--- src/rtl/alu_imm_defs.svh ---
/*
    sizes for the register-immediate execution slice
    bank count is a power of two; a register's bank is its low index bits
    the LOG_ values are kept by hand and must match their counts
*/
`ifndef ALU_IMM_DEFS_SVH
`define ALU_IMM_DEFS_SVH

// physical registers
`define ALU_IMM_PR_COUNT          16
`define ALU_IMM_LOG_PR_COUNT      4

// PRF banking
`define ALU_IMM_PRF_BANKS         2
`define ALU_IMM_LOG_PRF_BANKS     1

// ROB index space
`define ALU_IMM_ROB_ENTRIES       16
`define ALU_IMM_LOG_ROB_ENTRIES   4

// issue queue depth and datapath width
`define ALU_IMM_IQ_ENTRIES        8
`define ALU_IMM_XLEN              32

`endif

--- src/rtl/alu_imm_pkg.sv ---
/*
    types shared by the queue, the PRF and the pipe
    op codes follow {funct7[5], funct3}; SRLI and SRAI share funct3 and the
    pipe picks the shift kind from the immediate's function field
*/
`include "alu_imm_defs.svh"

package alu_imm_pkg;

    typedef enum logic [3:0] {
        ALU_ADDI  = 4'b0000,
        ALU_SLLI  = 4'b0001,
        ALU_SLTI  = 4'b0010,
        ALU_SLTIU = 4'b0011,
        ALU_XORI  = 4'b0100,
        ALU_SRLI  = 4'b0101,
        ALU_ORI   = 4'b0110,
        ALU_ANDI  = 4'b0111,
        ALU_SRAI  = 4'b1101
    } alu_imm_op_e;

    // same 12 bits, read as a signed value or as a shift encoding
    typedef union packed {
        logic signed [11:0] simm;
        struct packed {
            logic [6:0] funct7;     // bit 5 set for arithmetic right shift
            logic [4:0] shamt;
        } sh;
    } alu_imm_u;

    typedef struct packed {
        alu_imm_op_e                          op;
        alu_imm_u                             imm;
        logic [`ALU_IMM_LOG_PR_COUNT-1:0]     a_pr;
        logic                                 a_ready;
        logic                                 a_is_zero;
        logic [`ALU_IMM_LOG_PR_COUNT-1:0]     dest_pr;
        logic [`ALU_IMM_LOG_ROB_ENTRIES-1:0]  rob_index;
    } iq_enq_t;

    typedef struct packed {
        alu_imm_op_e                          op;
        alu_imm_u                             imm;
        logic                                 a_is_reg;
        logic                                 a_is_bus_forward;
        logic                                 a_is_fast_forward;
        logic [`ALU_IMM_LOG_PR_COUNT-1:0]     a_pr;
        logic [`ALU_IMM_LOG_PR_COUNT-1:0]     dest_pr;
        logic [`ALU_IMM_LOG_ROB_ENTRIES-1:0]  rob_index;
    } iq_issue_t;

    typedef struct packed {
        logic                                 valid;
        logic [`ALU_IMM_LOG_PR_COUNT-1:0]     pr;
        logic [`ALU_IMM_XLEN-1:0]             data;
    } wb_port_t;

endpackage

--- src/rtl/pe_lsb.sv ---
/*
    lowest-index priority encoder
    ack_mask marks the granted bit and every bit above it; all zero when
    nothing is requested
*/
`timescale 1ns/10ps

module pe_lsb #(
    parameter int WIDTH = 8
) (
    input  logic [WIDTH-1:0] req_vec,
    output logic [WIDTH-1:0] ack_one_hot,
    output logic [WIDTH-1:0] ack_mask
);

    // running OR from bit 0 upward
    always_comb begin
        ack_mask[0] = req_vec[0];
        for (int i = 1; i < WIDTH; i++) begin
            ack_mask[i] = ack_mask[i-1] | req_vec[i];
        end
    end

    // first set bit of the mask is the grant
    assign ack_one_hot = ack_mask & ~(ack_mask << 1);

endmodule

--- src/rtl/alu_imm_iq.sv ---
/*
    collapsing issue queue for register-immediate ops, oldest entry at index 0
    one enqueue and one issue per cycle; issue has no back-pressure
    external bus port b must only carry registers of bank b
    an op matching the fast-forward notice issues straight off the execute result
*/
`timescale 1ns/10ps
`include "alu_imm_defs.svh"

module alu_imm_iq
    import alu_imm_pkg::*;
(
    input  logic                                 CLK,
    input  logic                                 nRST,

    // dispatch side
    input  logic                                 enq_valid,
    input  iq_enq_t                              enq,
    output logic                                 enq_ready,

    // wakeup sources
    input  wb_port_t [`ALU_IMM_PRF_BANKS-1:0]    wb_bus_in,
    input  wb_port_t                             fast_fwd,

    // to the pipe
    output logic                                 issue_valid,
    output iq_issue_t                            issue
);

    localparam int N  = `ALU_IMM_IQ_ENTRIES;
    localparam int LB = `ALU_IMM_LOG_PRF_BANKS;

    // ------------------------------------------------------------
    // entry state

    logic [N-1:0]       valid_q;
    iq_enq_t [N-1:0]    entry_q;

    logic [N-1:0]       bus_match;
    logic [N-1:0]       fast_match;
    logic [N-1:0]       ready_by_entry;
    logic [N-1:0]       issue_one_hot;
    logic [N-1:0]       issue_mask;
    logic [N-1:0]       free_one_hot;
    logic [N-1:0]       enq_slot;
    logic               enq_fire;
    logic               enq_wake;

    // one spare position on top so the collapse loop reads i+1 everywhere
    logic [N:0]         valid_ext;
    iq_enq_t [N:0]      entry_ext;
    logic [N:0]         wake_ext;
    logic [N:0]         slot_ext;

    logic [N-1:0]       valid_d;
    iq_enq_t [N-1:0]    entry_d;

    function automatic logic bus_hit(
        input logic [`ALU_IMM_LOG_PR_COUNT-1:0]     pr,
        input wb_port_t [`ALU_IMM_PRF_BANKS-1:0]    bus
    );
        logic [LB-1:0] bank;
        bank = pr[LB-1:0];
        return bus[bank].valid && (bus[bank].pr == pr);
    endfunction

    // ------------------------------------------------------------
    // wakeup and select

    always_comb begin
        for (int i = 0; i < N; i++) begin
            bus_match[i]  = bus_hit(entry_q[i].a_pr, wb_bus_in);
            fast_match[i] = fast_fwd.valid && (fast_fwd.pr == entry_q[i].a_pr);
            ready_by_entry[i] = valid_q[i] & (entry_q[i].a_ready | entry_q[i].a_is_zero
                                              | bus_match[i] | fast_match[i]);
        end
    end

    pe_lsb #(.WIDTH(N)) u_issue_pe (
        .req_vec     (ready_by_entry),
        .ack_one_hot (issue_one_hot),
        .ack_mask    (issue_mask)
    );

    assign issue_valid = |ready_by_entry;

    // one-hot mux, zero wins over any match on the register index
    always_comb begin
        issue = '0;
        for (int i = 0; i < N; i++) begin
            if (issue_one_hot[i]) begin
                issue.op                = entry_q[i].op;
                issue.imm               = entry_q[i].imm;
                issue.a_is_bus_forward  = ~entry_q[i].a_is_zero & bus_match[i];
                issue.a_is_fast_forward = ~entry_q[i].a_is_zero & ~bus_match[i]
                                          & fast_match[i];
                issue.a_is_reg          = ~entry_q[i].a_is_zero & ~bus_match[i]
                                          & ~fast_match[i];
                issue.a_pr              = entry_q[i].a_pr;
                issue.dest_pr           = entry_q[i].dest_pr;
                issue.rob_index         = entry_q[i].rob_index;
            end
        end
    end

    // ------------------------------------------------------------
    // enqueue into the lowest free slot

    pe_lsb #(.WIDTH(N)) u_free_pe (
        .req_vec     (~valid_q),
        .ack_one_hot (free_one_hot),
        .ack_mask    ()
    );

    assign enq_ready = ~&valid_q;
    assign enq_fire  = enq_valid & enq_ready;
    assign enq_slot  = free_one_hot & {N{enq_valid}};

    // a source written in the enqueue cycle must not be missed
    assign enq_wake  = bus_hit(enq.a_pr, wb_bus_in)
                       || (fast_fwd.valid && (fast_fwd.pr == enq.a_pr));

    // ------------------------------------------------------------
    // collapse: entries at and above the issued one take from above

    assign valid_ext = {1'b0, valid_q};
    assign entry_ext = {iq_enq_t'('0), entry_q};
    assign wake_ext  = {1'b0, bus_match | fast_match};
    assign slot_ext  = {1'b0, enq_slot};

    always_comb begin
        int src;
        for (int i = 0; i < N; i++) begin
            src = issue_mask[i] ? i + 1 : i;
            if (valid_ext[src]) begin
                valid_d[i]         = 1'b1;
                entry_d[i]         = entry_ext[src];
                entry_d[i].a_ready = entry_ext[src].a_ready | wake_ext[src];
            end else begin
                valid_d[i]         = slot_ext[src];
                entry_d[i]         = enq;
                entry_d[i].a_ready = enq.a_ready | enq_wake;
            end
        end
    end

    always_ff @(posedge CLK or negedge nRST) begin
        if (!nRST) begin
            valid_q <= '0;
        end else begin
            valid_q <= valid_d;
        end
    end

    always_ff @(posedge CLK) begin
        entry_q <= entry_d;
    end

    // ------------------------------------------------------------
    // checks

    // an issued entry leaves the queue, so the next grant is another op
    a_issue_once: assert property (@(posedge CLK) disable iff (!nRST)
        issue_valid |=> !(issue_valid && (issue.rob_index == $past(issue.rob_index))))
        else $error("entry issued in two consecutive cycles");

    // occupancy moves by accepted enqueues minus issues, so no enqueue while full
    a_occupancy: assert property (@(posedge CLK) disable iff (!nRST)
        nRST |=> $countones(valid_q) == $past($countones(valid_q))
                 + $past(int'(enq_fire)) - $past(int'(issue_valid)))
        else $error("entry lost, duplicated or enqueued while full");

endmodule

--- src/rtl/prf_banked.sv ---
/*
    banked physical register file, cleared to zero on reset
    external port b writes bank b only; the internal port goes by its low bit
    writing one register from both ports in a cycle is illegal
    read is combinational
*/
`timescale 1ns/10ps
`include "alu_imm_defs.svh"

module prf_banked
    import alu_imm_pkg::*;
(
    input  logic                                 CLK,
    input  logic                                 nRST,
    input  wb_port_t [`ALU_IMM_PRF_BANKS-1:0]    ext_wr,
    input  wb_port_t                             int_wr,
    input  logic [`ALU_IMM_LOG_PR_COUNT-1:0]     rd_pr,
    output logic [`ALU_IMM_XLEN-1:0]             rd_data
);

    localparam int B     = `ALU_IMM_PRF_BANKS;
    localparam int LB    = `ALU_IMM_LOG_PRF_BANKS;
    localparam int LPR   = `ALU_IMM_LOG_PR_COUNT;
    localparam int DEPTH = `ALU_IMM_PR_COUNT / B;

    logic [`ALU_IMM_XLEN-1:0]  bank_q [B][DEPTH];
    logic [LB-1:0]             int_bank;

    assign int_bank = int_wr.pr[LB-1:0];

    always_ff @(posedge CLK or negedge nRST) begin
        if (!nRST) begin
            for (int b = 0; b < B; b++) begin
                for (int r = 0; r < DEPTH; r++) begin
                    bank_q[b][r] <= '0;
                end
            end
        end else begin
            for (int b = 0; b < B; b++) begin
                if (ext_wr[b].valid) begin
                    bank_q[b][ext_wr[b].pr[LPR-1:LB]] <= ext_wr[b].data;
                end
                // own result, steered by its bank bit
                if (int_wr.valid && (int_bank == LB'(b))) begin
                    bank_q[b][int_wr.pr[LPR-1:LB]] <= int_wr.data;
                end
            end
        end
    end

    assign rd_data = bank_q[rd_pr[LB-1:0]][rd_pr[LPR-1:LB]];

    // bus and pipe must never target the same register together
    a_no_double_write: assert property (@(posedge CLK) disable iff (!nRST)
        int_wr.valid |-> !(ext_wr[int_bank].valid && (ext_wr[int_bank].pr == int_wr.pr)))
        else $error("external and internal write to the same register");

endmodule

--- src/rtl/alu_imm_pipe.sv ---
/*
    two-stage register-immediate pipe: read/execute, then writeback register
    never stalls; an issued op reaches wb_out exactly two cycles later
    fast_fwd carries the execute-stage result, wb_out the one before it
*/
`timescale 1ns/10ps
`include "alu_imm_defs.svh"

module alu_imm_pipe
    import alu_imm_pkg::*;
(
    input  logic                                 CLK,
    input  logic                                 nRST,
    input  logic                                 issue_valid,
    input  iq_issue_t                            issue,
    input  wb_port_t [`ALU_IMM_PRF_BANKS-1:0]    wb_bus_in,
    output logic [`ALU_IMM_LOG_PR_COUNT-1:0]     rd_pr,
    input  logic [`ALU_IMM_XLEN-1:0]             rd_data,
    output wb_port_t                             fast_fwd,
    output wb_port_t                             wb_out
);

    localparam int XLEN = `ALU_IMM_XLEN;
    localparam int LB   = `ALU_IMM_LOG_PRF_BANKS;

    logic                               ex_valid_q;
    iq_issue_t                          ex_q;
    logic [XLEN-1:0]                    bus_data_q;

    logic [XLEN-1:0]                    opnd_a;
    logic [XLEN-1:0]                    imm_ext;
    logic [4:0]                         shamt;
    logic                               shift_arith;
    logic [XLEN-1:0]                    result;

    logic                               wb_valid_q;
    logic [`ALU_IMM_LOG_PR_COUNT-1:0]   wb_pr_q;
    logic [XLEN-1:0]                    wb_data_q;

    // ------------------------------------------------------------
    // stage registers

    always_ff @(posedge CLK or negedge nRST) begin
        if (!nRST) begin
            ex_valid_q <= 1'b0;
            wb_valid_q <= 1'b0;
        end else begin
            ex_valid_q <= issue_valid;
            wb_valid_q <= ex_valid_q;
        end
    end

    always_ff @(posedge CLK) begin
        ex_q <= issue;
        // bus value is only on the bus during the issue cycle
        if (issue_valid && issue.a_is_bus_forward) begin
            bus_data_q <= wb_bus_in[issue.a_pr[LB-1:0]].data;
        end
        if (ex_valid_q) begin
            wb_pr_q   <= ex_q.dest_pr;
            wb_data_q <= result;
        end
    end

    // ------------------------------------------------------------
    // operand A and execute

    assign rd_pr = ex_q.a_pr;

    always_comb begin
        if (ex_q.a_is_bus_forward) begin
            opnd_a = bus_data_q;
        end else if (ex_q.a_is_fast_forward) begin
            opnd_a = wb_data_q;
        end else if (ex_q.a_is_reg) begin
            opnd_a = rd_data;
        end else begin
            opnd_a = '0;
        end
    end

    assign imm_ext     = {{(XLEN-12){ex_q.imm.simm[11]}}, ex_q.imm.simm};
    assign shamt       = ex_q.imm.sh.shamt;
    assign shift_arith = ex_q.imm.sh.funct7[5];

    always_comb begin
        case (ex_q.op)
            ALU_ADDI:  result = opnd_a + imm_ext;
            ALU_SLTI:  result = {{(XLEN-1){1'b0}}, $signed(opnd_a) < $signed(imm_ext)};
            ALU_SLTIU: result = {{(XLEN-1){1'b0}}, opnd_a < imm_ext};
            ALU_XORI:  result = opnd_a ^ imm_ext;
            ALU_ORI:   result = opnd_a | imm_ext;
            ALU_ANDI:  result = opnd_a & imm_ext;
            ALU_SLLI:  result = opnd_a << shamt;
            // right shifts: kind comes from the function field
            ALU_SRLI, ALU_SRAI: begin
                if (shift_arith) begin
                    result = $unsigned($signed(opnd_a) >>> shamt);
                end else begin
                    result = opnd_a >> shamt;
                end
            end
            default:   result = '0;
        endcase
    end

    assign fast_fwd = '{valid: ex_valid_q, pr: ex_q.dest_pr, data: result};
    assign wb_out   = '{valid: wb_valid_q, pr: wb_pr_q, data: wb_data_q};

    // a fast-forwarded operand must be the writeback of A's register
    a_fast_fwd_source: assert property (@(posedge CLK) disable iff (!nRST)
        ex_valid_q && ex_q.a_is_fast_forward |-> wb_out.valid && (wb_out.pr == ex_q.a_pr))
        else $error("fast-forward operand is not the writeback of its source");

endmodule

--- src/rtl/alu_imm_subsys.sv ---
/*
    register-immediate execution slice: issue queue, banked PRF and pipe
    the external bus writes the PRF and wakes the queue in the same cycle
    wb_out is also the PRF's internal write
*/
`timescale 1ns/10ps
`include "alu_imm_defs.svh"

module alu_imm_subsys
    import alu_imm_pkg::*;
(
    input  logic                                 CLK,
    input  logic                                 nRST,

    // dispatch
    input  logic                                 enq_valid,
    input  iq_enq_t                              enq,
    output logic                                 enq_ready,

    // external writeback bus, one port per bank
    input  wb_port_t [`ALU_IMM_PRF_BANKS-1:0]    wb_bus_in,

    // this slice's results
    output wb_port_t                             wb_out
);

    logic                               issue_valid;
    iq_issue_t                          issue;
    wb_port_t                           fast_fwd;
    logic [`ALU_IMM_LOG_PR_COUNT-1:0]   rd_pr;
    logic [`ALU_IMM_XLEN-1:0]           rd_data;

    // ------------------------------------------------------------
    // queue

    alu_imm_iq u_iq (
        .CLK         (CLK),
        .nRST        (nRST),
        .enq_valid   (enq_valid),
        .enq         (enq),
        .enq_ready   (enq_ready),
        .wb_bus_in   (wb_bus_in),
        .fast_fwd    (fast_fwd),
        .issue_valid (issue_valid),
        .issue       (issue)
    );

    // ------------------------------------------------------------
    // register file and pipe

    prf_banked u_prf (
        .CLK     (CLK),
        .nRST    (nRST),
        .ext_wr  (wb_bus_in),
        .int_wr  (wb_out),
        .rd_pr   (rd_pr),
        .rd_data (rd_data)
    );

    alu_imm_pipe u_pipe (
        .CLK         (CLK),
        .nRST        (nRST),
        .issue_valid (issue_valid),
        .issue       (issue),
        .wb_bus_in   (wb_bus_in),
        .rd_pr       (rd_pr),
        .rd_data     (rd_data),
        .fast_fwd    (fast_fwd),
        .wb_out      (wb_out)
    );

endmodule

--- config.mk ---
export PLATFORM = sky130hd
export DESIGN_NAME = alu_imm_subsys
export DESIGN_NICKNAME = d
export VERILOG_FILES = /design/src/rtl/alu_imm_pkg.sv /design/src/rtl/pe_lsb.sv /design/src/rtl/alu_imm_iq.sv /design/src/rtl/prf_banked.sv /design/src/rtl/alu_imm_pipe.sv /design/src/rtl/alu_imm_subsys.sv
export VERILOG_INCLUDE_DIRS = /design/src /design/src/rtl
export SDC_FILE = /design/constraint.sdc
export NUM_CORES = 2
export LEC_CHECK = 0
export BUFFER_PORTS_ARGS = -buffer_cell sky130_fd_sc_hd__buf_2
export CAP_MARGIN = 25
export CELL_PAD_IN_SITES_DETAIL_PLACEMENT = 0
export CELL_PAD_IN_SITES_GLOBAL_PLACEMENT = 1
export CORE_ASPECT_RATIO = 2
export CORE_MARGIN = 1
export CORE_UTILIZATION = 50
export CTS_CLUSTER_SIZE = 30
export DETAILED_ROUTE_END_ITERATION = 10
export PLACE_DENSITY_LB_ADDON = 0.25
export SETUP_SLACK_MARGIN = 0.5
export SYNTH_ARGS = -nofsm -noshare
export SYNTH_HDL_FRONTEND = slang
export SYNTH_SLANG_ARGS = --single-unit
--- constraint.sdc ---
create_clock -name CLK -period 16.7 [get_ports CLK]
set_input_delay 2.505 -clock CLK [delete_from_list [all_inputs] [get_ports CLK]]
set_output_delay 2.505 -clock CLK [all_outputs]
set_load 0.01 [all_outputs]
==> results.yml <==
cts:
  cts.path.max_buffers: 3
  cts_root_buf: "clkbuf_16"
  clock-sinks: 825
  postCtsSetupBuffers: 0
  cts_tree: "yes"
  cts-resized-gates: 0
  path_clk_slew_ns: 0.07
  clk_latency_ns: 0.74
  h-tree-depth: 3
  ctsHoldBuffers: 0
  cts_made_buffers: 81
critical_path:
  cp.required_ns: 17.11
  path_class: "flop to flop"
  crit_path_start_kind: "flop"
  critPathTopFamily: "compound AO/OA/AOI/OAI gates"
  critPathArrivalTime_ns: 8.02
  crit_fanout: 45
  cp-end-kind: "flop"
  cpMaxStageDelayCell: "o21ai_0"
  cp_slowest_stage_delay_ns: 0.96
  cp_num_buf_inv: 2
  path_cells: "buf_4, nor2b_2, a22oi_1, a32oi_1, a31oi_1, buf_4, ha_1, nand2b_1, a21oi_1, o211ai_1, a2111oi_0, nor4_1, o21ai_0, a31oi_1, o21ai_0, xor2_1, o31ai_1"
layout:
  syn_to_final_growth_pct: 9.31
  final_design_area_no_fill_sq_um: 55600
  drive_gt1_frac: 0.125
  nNetsFinal: 5409
  fin_util: 0.551
route:
  drtIter0Drc: 4643
  ant_nets: 0
  viasPerCell: 6.74
  drt_pre_antenna_iters: 7
  dr_total_vias: 44600
  wirelength_um: 221000
  wl_per_cell_um: 33.4
  drc: 0
timing:
  setup_viol: 0
  slew_viol_final: 0
  grt_setup_unrepaired: "false"
  final_hold_viol_count: 0
  setup_tns_ns: 0
  fin_crit_ns: 7.62
  max_freq_mhz: 131
  timing.final.crit_share: 0.456
  worst_slew_pin_slew_ns: 1.25
  slew_headroom: 0.169
  fin_worst_skew_ns: 0.0422
floorplanning:
  rows: 165
  coreArea_sq_um: 101000
  dieArea_sq_um: 103000
  start_util: 0.504
  die_h_um: 453
  fp.dieW_um: 228
  io_pins: 145
run:
  drv_cap: 0
synthesis:
  ys_seq_area_frac: 0.428
  synth_area_per_cell_sq_um: 9.52
  yosys_most_used_dff: "dfrtp_1"
  synth_nets: 5555
  synth_area_sq_um: 50900
  yosysWarnings: 0
  synth_edf_count: 268
  ys_ff_latch: 825
  post_synth_num_cell_types: 101
  syn_inst: 5350
  async_flop_share: 0.633
placement:
  placed_area_sq_um: 52700
  dp_hpwl_um: 142000
  gp_congestion: 1.04
  port_buffers: 140
power:
  power_leakage_nw: 23.2
  max-vdd-ir-drop_uv: 179
  power_density_nw_per_um2: 245
global_route:
  first_global_vias: 44300
  grt_pass1_wl_um: 314000
  gr-total-overflow: 0
  grt_antenna_before_repair: 18
  grt.total_usage: 0.429
  grt_start_max_net_pins: 164
min_path:
  worst_hold_path_type: "flop to flop"
status:
  status: "complete, no violations"
-- metal layers --
| layer | GRT usage | vias to the layer above | part of all wire |
|---|---|---|---|
| met5 | 0.00433 | - | 0.00047 |
| met4 | 0.413 | 16 | 0.11 |
| met3 | 0.109 | 1053 | 0.087 |
| met2 | 0.686 | 2628 | 0.47 |
| met1 | 0.454 | 21800 | 0.34 |
| li1 | - | 19100 | - |
-- per-stage QoR --
step	setup WS, ns	power, mW	hold slack, ns	std cells
after floorplan	10.44	8.37	0.403	5350
after global placement	8.97	11.1	0.485	6445
after detailed placement	8.96	11.2	0.495	6447
after CTS	9.42	13.2	0.513	6596
after global routing	8.91	14.1	0.528	6610
final	9.08	13.6	0.513	6617
-- registers in the layout (all words and copies together) (netlist names) --
| name | flops |
|---|---|
| u_pipe.wb_pr_q | 4 |
| u_pipe.wb_data_q | 32 |
| u_pipe.ex_q | 19 |
| u_pipe.bus_data_q | 32 |
| u_pipe.ex_valid_q | 1 |
| u_pipe.wb_valid_q | 1 |
| u_pipe.fast_fwd | 4 |
| u_prf.bank_q | 512 |
| u_pipe.rd_pr | 4 |
| u_iq.entry_ext | 208 |
| u_iq.valid_q | 8 |
-- cell usage in the layout (no fill, tap or decap), types with 29 or more instances in the layout --
cell type,count
a31oi_1,36
nand2b_1,32
mux2i_1,705
a22oi_1,67
buf_4,156
dfrtp_1,521
ha_1,97
nor2_1,426
xnor2_1,54
nand3_1,235
inv_1,98
clkbuf_16,85
xor2_1,37
nor3_1,36
mux2_1,29
mux4_2,73
a21oi_1,314
edfxtp_1,268
o21ai_0,502
mux2_2,62
a211oi_1,38
a22o_1,57
nand2_1,592
a221oi_1,36
buf_2,141
-- cells by family after synthesis --
logic type / synth area share
compound gates: 0.160
xor+xnor: 0.0157
fa+ha+maj: 0.0242
buf+inv: 0.0504
flops: 0.428
mux: 0.192
simple gates: 0.129
-- area by class of cell --
type | count | area, sq um
fill | 9117 | 45300
multi-input combinational | 3883 | 26900
sequential | 825 | 21800
clock buffer | 115 | 2390
timing repair buffer | 306 | 2000
tap | 1336 | 1670
clock inverter | 34 | 450
inverter | 107 | 402
antenna | 11 | 27.5
-- report_power, final --
part	total [mW]	leakage [nW]	internal, mW	switching [mW]
clock network	2.02	1.40	1.13	0.885
logic	7.56	12.6	2.50	5.06
registers	4.05	9.24	3.25	0.803
-- worst min-delay path, stage by stage (launching register included) --
cell and delay, ns:
edfxtp_1 0.32, o21ai_0 0.08, nand3_1 0.08
-- path summary, 6_finish.rpt --
check	start	to	slack [ns]	cells after the start
setup / recovery	u_pipe.rd_pr[1]	u_pipe.wb_data_q[0]	9.08	17
hold / removal	u_iq.entry_ext[6]	u_pipe.fast_fwd[34]	0.51	2
setup reg to reg	u_pipe.rd_pr[1]	u_pipe.wb_data_q[0]	9.08	17
hold reg to reg	u_iq.entry_ext[6]	u_pipe.fast_fwd[34]	0.51	2
max in group asynchronous	nRST	u_prf.bank_q[56]	11.77	5
min in group asynchronous	nRST	u_prf.bank_q[483]	1.93	1
-- Yosys cell counts (all sizes together) (39+ instances only) --
library cell	n	share of area
clkbuf	385	0.028
a22o	57	0.0098
a22oi	67	0.0099
nor2	444	0.033
edfxtp	268	0.16
mux4	73	0.032
mux2i	706	0.14
dfrtp	522	0.26
nand3	237	0.023
a211oi	39	0.0058
nand2	593	0.044
o21ai	513	0.051
inv	104	0.0077
buf	150	0.014
nor3	44	0.0045
ha	97	0.024
xnor2	54	0.0093
mux2	92	0.020
a21oi	316	0.031
Power figures use the tool's default switching activity.
